<file path="src/source/lease_defs.svh">
/* sets and ways must be powers of two; a lease fits the low data byte of an
   OP_LLT write, so LEASE_BW stays at 8 or below */
`ifndef LEASE_DEFS_SVH
`define LEASE_DEFS_SVH

// cache geometry
// -------------------------------------------------------------------------
`define LEASE_N_SETS       4                        // one bank per set
`define LEASE_N_WAYS       4                        // ways per set
`define LEASE_SET_BW       $clog2(`LEASE_N_SETS)
`define LEASE_WAY_BW       $clog2(`LEASE_N_WAYS)

// lease counters and lookup table
// -------------------------------------------------------------------------
`define LEASE_BW           8                        // lease counter width
`define LEASE_LLT_ENTRIES  8                        // table depth
`define LEASE_LLT_BW       $clog2(`LEASE_LLT_ENTRIES)
`define LEASE_REF_BW       16                       // reference address width

// backup random eviction
`define LEASE_LFSR_SEED    8'hA1                    // must be nonzero

`endif

</file>
<file path="src/source/lease_pkg.sv">
/* types shared by lookup, banks and collector */
`default_nettype none
`include "lease_defs.svh"

package lease_pkg;

	// request opcodes
	typedef enum logic [1:0] {
		OP_CFG  = 2'd0,     // default lease <= data low byte
		OP_LLT  = 2'd1,     // table entry data[15:8] <= ref and data low byte
		OP_HIT  = 2'd2,     // renew lease of the named way
		OP_MISS = 2'd3      // pick a victim and install the lease
	} lease_op_e;

	// answer of one set bank, one cycle after the stage advanced
	typedef struct packed {
		logic                     valid;      // only the addressed bank
		logic [`LEASE_WAY_BW-1:0] way;        // renewed or victim way
		logic                     swap;       // line allocated on a miss
		logic                     expired;    // victim was an expired way
		logic                     multi;      // more than one way had expired
		logic                     random;     // victim came from the lfsr
		logic                     dflt;       // lease came from the default register
	} bank_resp_t;

endpackage

`default_nettype wire

</file>
<file path="src/source/lease_stage_if.sv">
/* carries one looked-up request to every bank; advance comes back from the
   collector and freezes all stages together */
`timescale 1ns/100ps
`default_nettype none
`include "lease_defs.svh"

interface lease_stage_if;

	logic                     valid;      // stage holds a request
	lease_pkg::lease_op_e     op;
	logic [`LEASE_SET_BW-1:0] set;        // addressed set, selects the bank
	logic [`LEASE_WAY_BW-1:0] way;        // named way for hits
	logic [`LEASE_BW-1:0]     lease;      // resolved lease
	logic                     dflt;       // lease taken from default register
	logic                     advance;    // pipeline moves on this cycle

	// lookup stage writes the stage register
	modport lookup_mp (
		output valid, op, set, way, lease, dflt,
		input  advance
	);

	// banks only look
	modport bank_mp (
		input valid, op, set, way, lease, dflt, advance
	);

	// collector owns the stall
	modport collect_mp (
		output advance
	);

endinterface

`default_nettype wire

</file>
<file path="src/source/lease_lookup.sv">
/* table and default lease writes take effect at acceptance; table search is
   lowest index first over valid entries only */
`timescale 1ns/100ps
`default_nettype none
`include "lease_defs.svh"

module lease_lookup (
	input  logic                        clock_i,
	input  logic                        resetn_i,
	input  logic                        req_valid_i,
	output logic                        req_ready_o,
	input  lease_pkg::lease_op_e        req_op_i,
	input  logic [`LEASE_SET_BW-1:0]    req_set_i,
	input  logic [`LEASE_WAY_BW-1:0]    req_way_i,
	input  logic [`LEASE_REF_BW-1:0]    req_ref_i,
	input  logic [15:0]                 req_data_i,
	lease_stage_if.lookup_mp            stage_o
);

	logic                           accept;                     // request transfers
	logic [`LEASE_LLT_BW-1:0]       llt_idx;                    // entry addressed by OP_LLT
	logic [`LEASE_BW-1:0]           dflt_lease_q;
	logic [`LEASE_LLT_ENTRIES-1:0]  llt_valid_q;
	logic [`LEASE_BW-1:0]           llt_lease_q [`LEASE_LLT_ENTRIES];
	logic [`LEASE_REF_BW-1:0]       llt_ref_q   [`LEASE_LLT_ENTRIES];
	logic                           in_valid_q;
	lease_pkg::lease_op_e           in_op_q;
	logic [`LEASE_SET_BW-1:0]       in_set_q;
	logic [`LEASE_WAY_BW-1:0]       in_way_q;
	logic [`LEASE_REF_BW-1:0]       in_ref_q;
	logic                           llt_hit;
	logic [`LEASE_BW-1:0]           llt_lease;
	logic                           is_access;                  // hit or miss

	assign req_ready_o = stage_o.advance;                       // whole pipe stalls as one
	assign accept      = req_valid_i & req_ready_o;
	assign llt_idx     = req_data_i[8 +: `LEASE_LLT_BW];

	// configuration writes
	// -------------------------------------------------------------------------
	always_ff @(posedge clock_i) begin
		if (!resetn_i) begin
			dflt_lease_q <= '0;
			llt_valid_q  <= '0;
		end else if (accept) begin
			if (req_op_i == lease_pkg::OP_CFG)
				dflt_lease_q <= req_data_i[`LEASE_BW-1:0];
			if (req_op_i == lease_pkg::OP_LLT)
				llt_valid_q[llt_idx] <= 1'b1;
		end
	end

	always_ff @(posedge clock_i) begin
		if (accept && req_op_i == lease_pkg::OP_LLT) begin
			llt_lease_q[llt_idx] <= req_data_i[`LEASE_BW-1:0];
			llt_ref_q[llt_idx]   <= req_ref_i;
		end
	end

	// input register
	always_ff @(posedge clock_i) begin
		if (!resetn_i)
			in_valid_q <= 1'b0;
		else if (stage_o.advance)
			in_valid_q <= accept;                               // bubble when nothing offered
	end

	always_ff @(posedge clock_i) begin
		if (stage_o.advance) begin
			in_op_q  <= req_op_i;
			in_set_q <= req_set_i;
			in_way_q <= req_way_i;
			in_ref_q <= req_ref_i;
		end
	end

	// lease resolution
	// -------------------------------------------------------------------------
	always_comb begin
		llt_hit   = 1'b0;
		llt_lease = dflt_lease_q;                               // fallback on table miss
		for (int i = `LEASE_LLT_ENTRIES - 1; i >= 0; i--) begin // downward so lowest wins
			if (llt_valid_q[i] && llt_ref_q[i] == in_ref_q) begin
				llt_hit   = 1'b1;
				llt_lease = llt_lease_q[i];
			end
		end
	end

	assign is_access = (in_op_q == lease_pkg::OP_HIT) || (in_op_q == lease_pkg::OP_MISS);

	// output register, seen by all banks
	always_ff @(posedge clock_i) begin
		if (!resetn_i)
			stage_o.valid <= 1'b0;
		else if (stage_o.advance)
			stage_o.valid <= in_valid_q;
	end

	always_ff @(posedge clock_i) begin
		if (stage_o.advance) begin
			stage_o.op    <= in_op_q;
			stage_o.set   <= in_set_q;
			stage_o.way   <= in_way_q;
			stage_o.lease <= llt_lease;
			stage_o.dflt  <= is_access & ~llt_hit;              // config ops answer zero
		end
	end

endmodule

`default_nettype wire

</file>
<file path="src/source/lease_set_bank.sv">
/* leases of one set; every hit or miss in any set ages them, victim choice
   looks at the leases as they were before that aging */
`timescale 1ns/100ps
`default_nettype none
`include "lease_defs.svh"

module lease_set_bank #(
	parameter int SET_INDEX = 0
) (
	input  logic                    clock_i,
	input  logic                    resetn_i,
	lease_stage_if.bank_mp          stage_i,
	output lease_pkg::bank_resp_t   resp_o
);

	localparam int WAY_BW = `LEASE_WAY_BW;

	logic [`LEASE_BW-1:0]       lease_q [`LEASE_N_WAYS];
	logic [WAY_BW-1:0]          fill_ptr_q;                 // cold start fill way
	logic                       full_q;                     // set filled once
	logic [7:0]                 lfsr_q;
	logic [7:0]                 lfsr_next;
	logic [`LEASE_N_WAYS-1:0]   expired;
	logic [WAY_BW-1:0]          exp_way;                    // lowest expired way
	logic                       any_exp;
	logic                       multi_exp;
	logic                       own;                        // request addresses this set
	logic                       access;                     // hit or miss anywhere
	logic                       own_hit;
	logic                       own_miss;
	logic                       alloc;                      // miss with nonzero lease
	logic [WAY_BW-1:0]          victim;
	logic                       take_exp;
	logic                       take_rand;
	logic                       valid_q;
	logic [WAY_BW-1:0]          way_q;
	logic                       swap_q;
	logic                       expired_q;
	logic                       multi_q;
	logic                       random_q;
	logic                       dflt_q;

	assign own      = stage_i.valid && (stage_i.set == SET_INDEX[`LEASE_SET_BW-1:0]);
	assign access   = stage_i.valid &&
	                  (stage_i.op == lease_pkg::OP_HIT || stage_i.op == lease_pkg::OP_MISS);
	assign own_hit  = own && stage_i.op == lease_pkg::OP_HIT;
	assign own_miss = own && stage_i.op == lease_pkg::OP_MISS;
	assign alloc    = own_miss && stage_i.lease != '0;

	// galois lfsr, taps 8,6,5,4
	assign lfsr_next = {1'b0, lfsr_q[7:1]} ^ (lfsr_q[0] ? 8'hB8 : 8'h00);

	// expired ways, scanned from the top so the lowest index is kept
	// -------------------------------------------------------------------------
	always_comb begin
		any_exp   = 1'b0;
		multi_exp = 1'b0;
		exp_way   = '0;
		for (int w = `LEASE_N_WAYS - 1; w >= 0; w--) begin
			expired[w] = (lease_q[w] == '0);
			if (expired[w]) begin
				multi_exp = multi_exp | any_exp;        // second one seen
				any_exp   = 1'b1;
				exp_way   = w[WAY_BW-1:0];
			end
		end
	end

	// victim order: fill pointer, then expired, then random
	always_comb begin
		victim    = fill_ptr_q;
		take_exp  = 1'b0;
		take_rand = 1'b0;
		if (full_q) begin
			if (any_exp) begin
				victim   = exp_way;
				take_exp = 1'b1;
			end else begin
				victim    = lfsr_q[WAY_BW-1:0];
				take_rand = 1'b1;
			end
		end
	end

	// lease state
	// -------------------------------------------------------------------------
	always_ff @(posedge clock_i) begin
		if (!resetn_i) begin
			for (int w = 0; w < `LEASE_N_WAYS; w++)
				lease_q[w] <= '0;
			fill_ptr_q <= '0;
			full_q     <= 1'b0;
			lfsr_q     <= `LEASE_LFSR_SEED;
			valid_q    <= 1'b0;
		end else if (stage_i.advance) begin
			valid_q <= own;
			if (access) begin                           // global aging
				for (int w = 0; w < `LEASE_N_WAYS; w++)
					if (lease_q[w] != '0)
						lease_q[w] <= lease_q[w] - 1'b1;
			end
			if (own_hit)
				lease_q[stage_i.way] <= stage_i.lease;  // renewal overrides aging
			if (alloc) begin
				lease_q[victim] <= stage_i.lease;
				if (!full_q) begin
					fill_ptr_q <= fill_ptr_q + 1'b1;
					if (&fill_ptr_q)
						full_q <= 1'b1;                 // last way just filled
				end
				if (take_rand)
					lfsr_q <= lfsr_next;                // steps only when used
			end
		end
	end

	// response payload
	always_ff @(posedge clock_i) begin
		if (stage_i.advance) begin
			way_q     <= '0;
			swap_q    <= 1'b0;
			expired_q <= 1'b0;
			multi_q   <= 1'b0;
			random_q  <= 1'b0;
			dflt_q    <= (own_hit || own_miss) && stage_i.dflt;
			if (own_hit)
				way_q <= stage_i.way;
			if (alloc) begin
				way_q     <= victim;
				swap_q    <= 1'b1;
				expired_q <= take_exp;
				multi_q   <= take_exp & multi_exp;
				random_q  <= take_rand;
			end
		end
	end

	assign resp_o = '{valid: valid_q, way: way_q, swap: swap_q, expired: expired_q,
	                  multi: multi_q, random: random_q, dflt: dflt_q};

endmodule

`default_nettype wire

</file>
<file path="src/source/lease_resp_collect.sv">
/* at most one bank answers per cycle; the answer is held while resp_ready_i
   is low and the whole pipe stalls with it */
`timescale 1ns/100ps
`default_nettype none
`include "lease_defs.svh"

module lease_resp_collect (
	input  logic                        clock_i,
	input  logic                        resetn_i,
	lease_stage_if.collect_mp           stage_i,
	input  lease_pkg::bank_resp_t       bank_resp_i [`LEASE_N_SETS],
	input  logic                        resp_ready_i,
	output logic                        resp_valid_o,
	output logic [`LEASE_WAY_BW-1:0]    resp_way_o,
	output logic                        resp_swap_o,
	output logic                        resp_expired_o,
	output logic                        resp_multi_o,
	output logic                        resp_random_o,
	output logic                        resp_default_o
);

	lease_pkg::bank_resp_t  merged;                     // or of valid bank answers

	// merge
	always_comb begin
		merged = '0;
		for (int s = 0; s < `LEASE_N_SETS; s++)
			if (bank_resp_i[s].valid)
				merged = merged | bank_resp_i[s];
	end

	// stall only when a held answer is refused
	assign stage_i.advance = ~resp_valid_o | resp_ready_i;

	// output register
	// -------------------------------------------------------------------------
	always_ff @(posedge clock_i) begin
		if (!resetn_i)
			resp_valid_o <= 1'b0;
		else if (stage_i.advance)
			resp_valid_o <= merged.valid;
	end

	always_ff @(posedge clock_i) begin
		if (stage_i.advance) begin
			resp_way_o     <= merged.way;
			resp_swap_o    <= merged.swap;
			resp_expired_o <= merged.expired;
			resp_multi_o   <= merged.multi;
			resp_random_o  <= merged.random;
			resp_default_o <= merged.dflt;
		end
	end

endmodule

`default_nettype wire

</file>
<file path="src/source/lease_cache_top.sv">
/* valid/ready on both sides, one response per request in order; req fields
   must hold while req_valid_i is high */
`timescale 1ns/100ps
`default_nettype none
`include "lease_defs.svh"

module lease_cache_top (
	input  logic                        clock_i,
	input  logic                        resetn_i,
	// request side
	input  logic                        req_valid_i,
	output logic                        req_ready_o,
	input  lease_pkg::lease_op_e        req_op_i,
	input  logic [`LEASE_SET_BW-1:0]    req_set_i,
	input  logic [`LEASE_WAY_BW-1:0]    req_way_i,
	input  logic [`LEASE_REF_BW-1:0]    req_ref_i,
	input  logic [15:0]                 req_data_i,
	// response side
	input  logic                        resp_ready_i,
	output logic                        resp_valid_o,
	output logic [`LEASE_WAY_BW-1:0]    resp_way_o,
	output logic                        resp_swap_o,
	output logic                        resp_expired_o,
	output logic                        resp_multi_o,
	output logic                        resp_random_o,
	output logic                        resp_default_o
);

	lease_stage_if          stage_if ();                // lookup -> banks, advance back
	lease_pkg::bank_resp_t  bank_resp [`LEASE_N_SETS];

	// stage 1, request register and lease lookup
	lease_lookup lookup_i (
		.clock_i     (clock_i),
		.resetn_i    (resetn_i),
		.req_valid_i (req_valid_i),
		.req_ready_o (req_ready_o),
		.req_op_i    (req_op_i),
		.req_set_i   (req_set_i),
		.req_way_i   (req_way_i),
		.req_ref_i   (req_ref_i),
		.req_data_i  (req_data_i),
		.stage_o     (stage_if.lookup_mp)
	);

	// stage 2, one lease bank per set
	// -------------------------------------------------------------------------
	for (genvar g = 0; g < `LEASE_N_SETS; g++) begin : gen_bank
		lease_set_bank #(
			.SET_INDEX (g)
		) bank_i (
			.clock_i  (clock_i),
			.resetn_i (resetn_i),
			.stage_i  (stage_if.bank_mp),
			.resp_o   (bank_resp[g])
		);
	end

	// stage 3, response register and stall source
	lease_resp_collect collect_i (
		.clock_i        (clock_i),
		.resetn_i       (resetn_i),
		.stage_i        (stage_if.collect_mp),
		.bank_resp_i    (bank_resp),
		.resp_ready_i   (resp_ready_i),
		.resp_valid_o   (resp_valid_o),
		.resp_way_o     (resp_way_o),
		.resp_swap_o    (resp_swap_o),
		.resp_expired_o (resp_expired_o),
		.resp_multi_o   (resp_multi_o),
		.resp_random_o  (resp_random_o),
		.resp_default_o (resp_default_o)
	);

endmodule

`default_nettype wire

</file>
<file path="config.mk">
export PLATFORM = sky130hd
export DESIGN_NAME = lease_cache_top
export DESIGN_NICKNAME = d
export VERILOG_FILES = /design/src/source/lease_pkg.sv /design/src/source/lease_stage_if.sv /design/src/source/lease_lookup.sv /design/src/source/lease_set_bank.sv /design/src/source/lease_resp_collect.sv /design/src/source/lease_cache_top.sv
export VERILOG_INCLUDE_DIRS = /design/src /design/src/source
export SDC_FILE = /design/constraint.sdc
export NUM_CORES = 1
export LEC_CHECK = 0
export ABC_AREA = 1
export BUFFER_PORTS_ARGS = -buffer_cell sky130_fd_sc_hd__buf_2
export CELL_PAD_IN_SITES_DETAIL_PLACEMENT = 0
export CELL_PAD_IN_SITES_GLOBAL_PLACEMENT = 2
export CORE_ASPECT_RATIO = 0.6
export CORE_MARGIN = 8
export CORE_UTILIZATION = 36
export DETAILED_ROUTE_END_ITERATION = 16
export PLACE_DENSITY = 0.73
export SETUP_SLACK_MARGIN = 0.02
export SLEW_MARGIN = 5
export SYNTH_ARGS = -nofsm -noshare
export SYNTH_HDL_FRONTEND = slang
export SYNTH_SLANG_ARGS = --single-unit
</file>
<file path="constraint.sdc">
create_clock -name clock_i -period 3.9 [get_ports clock_i]
set_clock_uncertainty 0.15 [all_clocks]
set_input_delay 0.78 -clock clock_i [delete_from_list [all_inputs] [get_ports clock_i]]
set_output_delay 0.78 -clock clock_i [all_outputs]
set_load 0.03 [all_outputs]
</file>
# Yosys cells after proc, flatten, opt, wreduce, memory -nomap -nowiden
# Memories as Yosys holds them, arrays and structs flattened.
# Index checks and enable logic that the tools add are counted.
[op_classes]
addsub = 20
multipliers = 0
n_div = 0
order_cmp = 2
eq_ne = 16
shift = 0
muxes = 253
bitwise_logic = 45
n_reduce_logical = 94
[ops]
columns = ["op", "n"]
rows = [
  ["2-to-1 mux 8 bit", 36],
  ["2-to-1 mux 1 bit", 180],
  ["nonzero test 8 bit", 17],
  ["equality test 16 bit", 8],
  ["zero test 8 bit", 16],
  ["subtractor 8 x 1 -> 8 bit, second input constant", 16],
  ["2-to-1 mux 2 bit", 36],
  ["OR 8 bit", 4],
  ["OR reduction 8 bit", 4],
  ["XOR 7 x 8 -> 8 bit", 4],
  ["logical AND 1 bit", 31],
  ["OR 1 bit", 25],
  ["AND reduction 3 bit", 8],
  ["AND reduction 2 bit", 10],
  ["equality test 2 bit, second input constant", 6],
  ["adder 2 x 1 -> 2 bit, second input constant", 4],
  ["bitwise AND 1 bit", 6],
  ["logical OR 1 bit", 6],
  ["inverter 1 bit", 6],
  ["equality test 2 x 1 -> 1 bit, second input constant", 2],
  ["zero test 2 bit", 2],
  ["less-than comparator 3 x 4 -> 1 bit, second input constant", 1],
  ["demux 1 bit (select 3 bit)", 1],
  [">= comparator 3 x 1 -> 1 bit, second input constant", 1],
]
[word_totals]
register_bits = 139
latch_bits = 0
ram_bits = 320
romBits = 0
input_bits = 42
output_inout_bits = 9
wordCells = 496
memories = 6
[memory_table]
columns = ["name", "words", "word_bits", "read_ports", "rd_clocked_by_memory_dff", "wr", "line_no", "text"]
rows = [
  ["lookup_i.llt_ref_q", 8, 16, 8, 0, 1, "lease_lookup.sv:25", "logic [`LEASE_REF_BW-1:0] llt_ref_q [`LEASE_LLT_ENTRIES];"],
  ["lookup_i.llt_lease_q", 8, 8, 8, 0, 1, "lease_lookup.sv:24", "logic [`LEASE_BW-1:0] llt_lease_q [`LEASE_LLT_ENTRIES];"],
  ["gen_bank[0].bank_i.lease_q", 4, 8, 4, 0, 5, "lease_set_bank.sv:18", "logic [`LEASE_BW-1:0] lease_q [`LEASE_N_WAYS];"],
  ["gen_bank[1].bank_i.lease_q", 4, 8, 4, 0, 5, "lease_set_bank.sv:18", ""],
  ["gen_bank[2].bank_i.lease_q", 4, 8, 4, 0, 5, "lease_set_bank.sv:18", ""],
  ["gen_bank[3].bank_i.lease_q", 4, 8, 4, 0, 5, "lease_set_bank.sv:18", ""],
]

# Logic depth before layout (Yosys ltp)
# Gate-level depths: netlist (run 1).
[depth]
ltp_word = 12
ltp_mapped = 19
mapped_depth_nobuf = 17

# Cells and area by module
# From an unflattened synthesis (run 1), not the netlist that was laid out.
[unflattened]
hier_cells = 2850
hier_area_um2 = 24833.8
[by_module_without_submodules]
columns = ["mod", "n_inst", "cells_per_inst", "area_each_um2", "seq_area_each_um2"]
rows = [
  ["lease_lookup", 1, 1121, 11377.2, 7236.9],
  ["lease_set_bank (gen_bank[0].bank_i)", 1, 439, 3295.7, 1411.4],
  ["lease_set_bank (gen_bank[1].bank_i)", 1, 416, 3266.9, 1411.4],
  ["lease_set_bank (gen_bank[2].bank_i)", 1, 412, 3223.1, 1411.4],
  ["lease_set_bank (gen_bank[3].bank_i)", 1, 408, 3221.8, 1411.4],
  ["lease_resp_collect", 1, 54, 449.2, 230.2],
]

# Least setup slack after synthesis (run 1)
# No wires, ideal clock.
[synth_timing]
path_kind = "input to register"
startpoint = "input resp_ready_i"
endpoint = "register gen_bank[2].bank_i.fill_ptr_q[0]"
setup_time_ns = 0.131
t_arrival_ns = 4.065
required_time_ns = 3.619
slack_ns = -0.446
cell_stages = 6
path_buffers = 1
cell_sequence = "nor2_2 clkinv_1 clkbuf_1 nand3_1 o21ai_0 a21oi_1"
[synth_via]
elab_chain_cells = 2
[synth_rtl]
columns = ["element", "line_no", "text"]
rows = [
  ["start, declared", "lease_cache_top.sv:19", "input logic resp_ready_i,"],
  ["OR 1 bit", "lease_resp_collect.sv:33", "assign stage_i.advance = ~resp_valid_o | resp_ready_i;"],
  ["named net req_ready_o", "lease_cache_top.sv:12", "output logic req_ready_o,"],
  ["AND reduction 3 bit (no line)", "n/a", ""],
  ["end signal, assigned", "lease_set_bank.sv:107", "fill_ptr_q <= fill_ptr_q + 1'b1;"],
  ["end, declared", "lease_set_bank.sv:19", "logic [WAY_BW-1:0] fill_ptr_q;"],
]
# The timed path passes the listed nets, and every way through them passes these cells.
# A chain may end at the register's enable or synchronous reset.

# Final worst setup path (run 1)
[layout_timing]
startpoint = "register lookup_i.in_ref_q[6]"
endpoint = "register lookup_i.stage_o.lease[1] (data pin)"
[layout_via]
elab_chain_cells = 10
elab_cells_between_ends = 24
cone_classes = "eq/ne (8); mux (8); reduce/logical (8)"
[layout_rtl]
columns = ["element", "line_no", "text"]
rows = [
  ["start, declared", "lease_lookup.sv:30", "logic [`LEASE_REF_BW-1:0] in_ref_q;"],
  ["start signal, assigned", "lease_lookup.sv:73", "in_ref_q <= req_ref_i;"],
  ["equality test 16 bit", "lease_lookup.sv:83", "if (llt_valid_q[i] && llt_ref_q[i] == in_ref_q) begin"],
  ["logical AND 1 bit", "lease_lookup.sv:83", ""],
  ["2-to-1 mux 8 bit (7 in series)", "lease_lookup.sv:83", ""],
  ["2-to-1 mux 8 bit *", "lease_lookup.sv:83", ""],
  ["named net lookup_i.llt_lease[1]", "lease_lookup.sv:32", "logic [`LEASE_BW-1:0] llt_lease;"],
  ["end signal, assigned", "lease_lookup.sv:105", "stage_o.lease <= llt_lease;"],
  ["end, declared", "lease_stage_if.sv:19", "output valid, op, set, way, lease, dflt,"],
]
# Mark *: on every way through the listed nets, which the timed path passes. The rest lies on a longest branch.

==> key figures, run 1 <==
Outcome
  – Status: completed

Clock tree
  – CTS Hold Bufs: 0
  – CTS H-tree lvls: 2
  – CTS sink count: 459
  – TritonCTS clock tree: built
  – Clock buffer depth: 3
  – Post-CTS Setup Bufs: 0
  – Clock latency on the worst-skew pair: 0.60 ns
  – CTS Buf Count: 49
  – Root buffer cell: clkbuf_16
  – Post-CTS sizing: 0
  – CTS clk-pin slew, worst paths: 0.06 ns

Synth
  – Async set-reset flop share out of synthesis: 0%
  – Flop and latch count out of synthesis: 459
  – Distinct cells, synth: 55
  – Syn Nets: 2726
  – Synth area leader: edfxtp_1
  – Main area contributors after synthesis: edfxtp_1 49%, nand2_1 10%, dfxtp_1 5.6%, nor2_1 5.3%, inv_1 4.7%
  – Share of the synthesized area in the top cell type: 49.35%
  – EDFF count, synth: 392
  – Most used flip-flop cell after synthesis: edfxtp_1
  – Synth warnings: 0
  – Mapped Area: 0.02385 sq mm
  – Avg Cell Area, Syn: 8.978 sq um
  – Seq/Total Area, Yosys: 54.97%
  – Cell count after synthesis: 2657

Min path
  – WHS Endpoint: lookup_i.in_set_q[0]$_DFFE_PN_
  – Min-delay src: req_set_i[0]
  – Hold Crit Class: input port to flip-flop
  – WHS Path Cells: 1

Route
  – Post-DRT Antenna Nets: 0
  – Vias: 18.40k
  – Routed len/inst: 19.53 um
  – Initial drt markers: 1626
  – Final wirelength: 71690 um
  – Vias/cell: 5.012
  – Post-route DRC: 0
  – Initial DRT Pass Iterations: 5

STA
  – Max-slew headroom: 30.10%
  – Peak Freq: 301.5 MHz
  – Final-report setup violation count: 0
  – Final max-slew violation count: 0
  – Slew @ Worst Pin: 1.049 ns
  – Final hold vios: 0
  – Fin crit share: 85.06%
  – Fin crit period: 3.317 ns
  – Worst Setup Slack, final: 0.5828 ns
  – Final TNS setup: 0 ns
  – RSZ-0062 raised after global routing: no

Worst setup path
  – Critical path peak fanout: 12
  – Critical path class: flip-flop to flip-flop
  – Worst Path Arrival: 3.52 ns
  – Setup crit end kind: flip-flop
  – Reg2reg start: lookup_i.in_ref_q[6]$_DFFE_PN_
  – Worst Path Required: 4.10 ns
  – Critical path startpoint category: flip-flop
  – R2R Setup Slk: 0.58 ns
  – Cells on worst reg2reg path: 11
  – R2R Path End: lookup_i.stage_o.lease[1]$_DFFE_PN_

Global route
  – First-pass GRT wire length: 106900 um
  – Initial antenna violation count: 2
  – Total GRT Usage: 18.68%
  – Largest net degree at the start of global routing: 90
  – Number of global-route vias before repair: 16.87k
  – Total grt overflow: 0

Die
  – Std cell rows: 73
  – Core area: 0.06585 sq mm
  – Top-Level Pins: 51
  – Die height: 215.4 um
  – Die width: 348.3 um
  – Die area: 0.07502 sq mm
  – Initial Utilization: 36.22%

Finish
  – Final nets: 2800
  – Finished Layout Cells: 3671
  – Antenna diode count: 0
  – Post-Layout Inst Area: 0.02673 sq mm
  – Synth-to-layout area growth: 12.06%
  – Finished Core Util: 40.59%
  – Layout cell share with drive strength beyond 1: 12.09%

Place
  – Placed cell area: 0.02516 sq mm
  – Placed Cells: 3580
  – Port bufs: 45
  – Dpl hpwl: 51890 um
  – DP Worst Slack: 0.6390 ns
  – Gpl congestion: 0.8783

Power
  – Maximum vdd drop: 306.7 uV
  – Clk pwr share: 41.0%
  – P per Cell Area: 427.8 mW/mm^2
  – Leakage power total: 10.78 nW
  – NetSw: 3.020 mW
  – Switching share of power: 26.40%
  – Comb power frac: 9.6%
  – Flop pwr share: 49.5%
  – Internal Power: 8.417 mW

Job
  – Max-cap violations: 0
## power groups by stage
stage	Combinational [mW]	Sequential [mW]	Clock (mW)
after floorplan	0.680	5.71	0
after global placement	1.08	5.76	0
after detailed placement	1.09	5.76	0
after CTS	1.09	5.66	4.82
after global routing	1.21	5.68	5.00
final	1.10	5.66	4.68
## cell type report
cell class,count,area (sq um)
Clock buffer,61,1364
Clock inverter,30,211.5
Fill cell,6559,39120
Inverter,317,1197
Multi-Input combinational cell,1814,9144
Sequential cell,459,13110
Tap cell,900,1126
Timing Repair Buffer,90,575.6
## worst max path at each step
| stage | start | to | slack (ns) | depth (start not counted) |
|---|---|---|---|---|
| after floorplan | resp_ready_i | req_ready_o | 0.83 | 3 |
| after global placement | resp_ready_i | gen_bank[2].bank_i.lease_q[0][6]$_DFFE_PP_ | 0.63 | 12 |
| after detailed placement | resp_ready_i | gen_bank[0].bank_i.lease_q[2][0]$_DFFE_PP_ | 0.64 | 10 |
| after CTS | lookup_i.in_ref_q[6]$_DFFE_PN_ | lookup_i.stage_o.lease[1]$_DFFE_PN_ | 0.70 | 11 |
| after global routing | gen_bank[0].bank_i.lease_q[3][0]$_DFFE_PP_ | gen_bank[0].bank_i.lease_q[2][1]$_DFFE_PP_ | 0.40 | 16 |
| final | lookup_i.in_ref_q[6]$_DFFE_PN_ | lookup_i.stage_o.lease[1]$_DFFE_PN_ | 0.58 | 11 |
## critical path, stage by stage (launching register included)
cell,delay (ns)
edfxtp_1,0.58
inv_1,0.53
nor2_1,0.08
nor2_1,0.11
nand4_1,0.11
nor4_1,0.36
nand2_1,0.45
or2_2,0.42
nand2_1,0.07
nand2_1,0.05
nand2_1,0.09
nand2_1,0.05
## flip-flops by register name (all words and copies together), names as in the netlist, 8 cells and up
register	cells
lookup_i.dflt_lease_q	8
gen_bank.bank_i.fill_ptr_q	8
gen_bank.bank_i.way_q	8
lookup_i.llt_ref_q	128
gen_bank.bank_i.lease_q	128
lookup_i.llt_valid_q	8
gen_bank.bank_i.lfsr_q	32
lookup_i.llt_lease_q	64
lookup_i.stage_o.lease	8
lookup_i.in_ref_q	16
## layout by cell type (no fill, tap or decap), types with 5 or more instances in the layout
cell type	instances
clkbuf_1	5
inv_2	13
buf_2	45
nand3b_1	7
nor2_2	24
nor2_4	12
and3_1	5
o21ai_2	33
clkbuf_16	51
a21oi_1	81
xor2_1	56
inv_1	301
o22ai_1	9
buf_4	44
nand2_4	14
o21ai_0	79
or3_1	9
nand2_1	651
edfxtp_1	392
clkbuf_8	5
clkinv_2	15
clkinv_1	7
nand2_2	8
xnor2_1	33
nor3b_1	12
nor2_1	331
o21ai_1	65
nand3_1	142
ha_1	27
or2_2	42
nor3_1	51
nand4_1	62
nor4_1	12
o211ai_1	12
dfxtp_1	67
## stage by stage
stage                     hold slack [ns]  power, mW
after detailed placement           0.2565      6.848
after CTS                          0.1571      11.57
after floorplan                    0.2503      6.388
after global routing               0.1687      11.88
final                              0.2031      11.44
after global placement             0.2549      6.842
## cell usage after synthesis, types with 3 or more instances
cell type and instances:
nand2_1 651, edfxtp_1 392, nor2_1 339, inv_1 301, nand3_1 142, a21oi_1 81
o21ai_0 79, dfxtp_1 67, o21ai_1 65, nand4_1 62, xor2_1 56, nor3_1 51
or2_2 42, o21ai_2 33, xnor2_1 33, ha_1 27, clkbuf_1 25, buf_2 20
buf_6 17, nor2_2 16, nand2_4 14, inv_2 13, nor2_4 12, nor3b_1 12
nor4_1 12, o211ai_1 12, o22ai_1 9, or3_1 9, nand2_2 8, nand3b_1 7
and3_1 5, buf_4 5, a21boi_0 4, a21oi_2 3, a31oi_1 3, nor4_2 3
o2111ai_1 3
## routing by layer
| layer | share of wire [%] | global-route usage, % | vias up |
|---|---|---|---|
| li1 | - | - | 9030 |
| met1 | 53 | 30.72 | 8756 |
| met2 | 37 | 24.12 | 552 |
| met3 | 8.2 | 4.584 | 60 |
| met4 | 1.1 | 3.138 | 0 |
| met5 | 0 | 0 | - |
## kinds of logic after synthesis
family,share of synthesized area (%)
AND/OR/NAND/NOR,26.09
flip-flops,54.97
buffers and inverters,6.782
AO/OA/AOI/OAI,7.427
XOR/XNOR,3.268
adder cells (fa/ha/maj),1.458
(Power assumes the default switching activity.)
==> run 2: changes to the inputs <==
MAX_ROUTING_LAYER = met4   (was default)
==> run 2 against run 1 <==
Critical path depth increased by 4. First-iteration DRC count increased by 23%. Design area shrank 0.64%. Maximum frequency is 0.49% higher. Largest cell class unchanged.
==> key figures, run 2 (synthesized netlist as in run 1, its figures left out) <==
STA
  – Fin crit share: 84.64% (-0.42 points)
  – Final hold slack: 0.2200 ns (+0.01692 ns)
  – Fin crit period: 3.301 ns (-0.01622 ns)
  – Final TNS setup: 0 ns (unchanged)
  – Peak Freq: 302.9 MHz (+0.49%)
  – Final-report setup violation count: 0 (unchanged)
  – Final max-slew violation count: 0 (unchanged)
  – RSZ-0062 raised after global routing: no
  – Slew @ Worst Pin: 1.013 ns (-0.03557 ns)
  – Max-slew headroom: 32.40% (+2.3 points)
  – Final hold vios: 0 (unchanged)

Worst setup path
  – Critical path class: flip-flop to flip-flop
  – Critical path startpoint category: flip-flop
  – Setup crit end kind: flip-flop
  – Worst Path Required: 4.10 ns (about the same)
  – Critical path peak fanout: 9 (-3)
  – Worst Path Arrival: 3.50 ns (-0.02 ns)

Job
  – Max-cap violations: 0 (unchanged)

Clock tree
  – CTS H-tree lvls: 2 (unchanged)
  – CTS sink count: 459 (unchanged)
  – Post-CTS Setup Bufs: 0 (unchanged)
  – Clock latency on the worst-skew pair: 0.60 ns (about the same)
  – CTS Hold Bufs: 0 (unchanged)
  – Clock buffer depth: 3 (unchanged)
  – Post-CTS sizing: 0 (unchanged)
  – CTS Buf Count: 50 (+2.0%)
  – TritonCTS clock tree: built
  – CTS clk-pin slew, worst paths: 0.06 ns (about the same)
  – Root buffer cell: clkbuf_16

Finish
  – Most frequent cells in the layout: 651 x nand2_1, 392 x edfxtp_1, 331 x nor2_1
  – Commonest non-fill, non-tap cell in the layout: nand2_1
  – Final nets: 2794 (-0.21%)
  – Synth-to-layout area growth: 11.34%
  – FILL cells: 6606 (+0.72%)
  – Layout cell share with drive strength beyond 1: 11.18% (-0.91 points)
  – Largest regs: gen_bank.bank_i.lease_q x128, lookup_i.llt_ref_q x128, lookup_i.llt_lease_q x64
  – Finished Layout Cells: 3664 (-0.19%)
  – Antenna diode count: 0 (unchanged)

Die
  – Std cell rows: 73 (unchanged)
  – Core area: 0.06585 sq mm (unchanged)
  – Initial Utilization: 36.22% (unchanged)
  – Top-Level Pins: 51 (unchanged)
  – Die width: 348.3 um (unchanged)
  – Die height: 215.4 um (unchanged)
  – Die area: 0.07502 sq mm (unchanged)

Route
  – Post-DRT Antenna Nets: 0 (unchanged)
  – Post-route DRC: 0 (unchanged)
  – Routed len/inst: 19.77 um (+1.2%)
  – Vias: 18.24k (-0.88%)
  – Initial drt markers: 1999 (+23%)
  – Vias/cell: 4.977 (-0.69%)
  – Final wirelength: 72420 um (+1.0%)
  – Initial DRT Pass Iterations: 5 (unchanged)

Power
  – Maximum vdd drop: 288.1 uV (-6.1%)
  – Leakage power total: 10.65 nW (-1.2%)
  – Tot Pwr: 11.24 mW (-1.7%)
  – P per Cell Area: 423.1 mW/mm^2 (-1.1%)

Global route
  – First-pass GRT wire length: 107600 um (+0.70%)
  – Initial antenna violation count: 3 (+1)
  – Total grt overflow: 0 (unchanged)
  – Number of global-route vias before repair: 16.84k (-0.16%)
  – Total GRT Usage: 19.38% (+0.70 points)
  – Largest net degree at the start of global routing: 60 (-33%)

Min path
  – Hold Crit Class: input port to flip-flop

Place
  – Dpl hpwl: 52050 um (+0.31%)
  – Port bufs: 45 (unchanged)
  – Placed Cells: 3573 (-0.20%)
  – Gpl congestion: 0.9049 (+3.0%)

Outcome
  – Status: completed
-- run 2: final cells by class --
class                           count  area, sq um  share of cell area, %
Sequential cell                   459        13110                  49.37
Multi-Input combinational cell   1814         9144                  34.43
Clock buffer                       71         1351                  5.088
Inverter                          317         1197                  4.508
Tap cell                          900         1126                  4.240
Timing Repair Buffer               83        510.5                  1.922
Clock inverter                     20        117.6                 0.4428
-- run 2: path summary, 6_finish.rpt --
check	from	end	slack (ns)	cells past startpoint
worst max-delay path	lookup_i.in_ref_q[11]$_DFFE_PN_	lookup_i.stage_o.lease[4]$_DFFE_PN_	0.60	15
worst min-delay path	req_set_i[0]	lookup_i.in_set_q[0]$_DFFE_PN_	0.22	1
worst max register to register	lookup_i.in_ref_q[11]$_DFFE_PN_	lookup_i.stage_o.lease[4]$_DFFE_PN_	0.60	15
worst min register to register	lookup_i.in_set_q[1]$_DFFE_PN_	lookup_i.stage_o.set[1]$_DFFE_PN_	0.27	0
-- run 2: critical path: stages (launching register included) --
cell,delay (ns)
edfxtp_1,0.66
inv_1,0.40
nand2_1,0.20
nand4_1,0.10
nor2_1,0.44
nand3_1,0.13
nand2_1,0.21
inv_1,0.19
nand3_1,0.12
nand3_1,0.07
nand2_1,0.09
nand2_1,0.05
nand2_1,0.06
nand2_1,0.05
nand2_1,0.07
nand2_1,0.05
-- run 2: layer usage --
metal | vias up | track usage (%) | share of wire (%)
met5 | - | - | 0
met4 | 0 | 4.005 | 1.6
met3 | 86 | 4.901 | 8.6
met2 | 541 | 23.78 | 37
met1 | 8631 | 30.93 | 53
li1 | 8979 | - | -
-- run 2: stage by stage --
stage | setup WS [ns] | instance area (sq um) | utilization, %
after detailed placement | 0.6081 | 25090 | 38.10
final | 0.5990 | 26560 | 40.33
after global placement | 0.6360 | 25090 | 38.10
after CTS | 0.6970 | 26560 | 40.33
after global routing | 0.3260 | 26560 | 40.33
after floorplan | 0.8334 | 23860 | -
-- run 2: report_power, final --
| group | internal [mW] | switching [mW] | total, mW |
|---|---|---|---|
| combinational | 0.282 | 0.804 | 1.09 |
| sequential | 5.51 | 0.153 | 5.67 |
| clock | 2.47 | 2.02 | 4.48 |
| total | 8.26 | 2.97 | 11.2 |
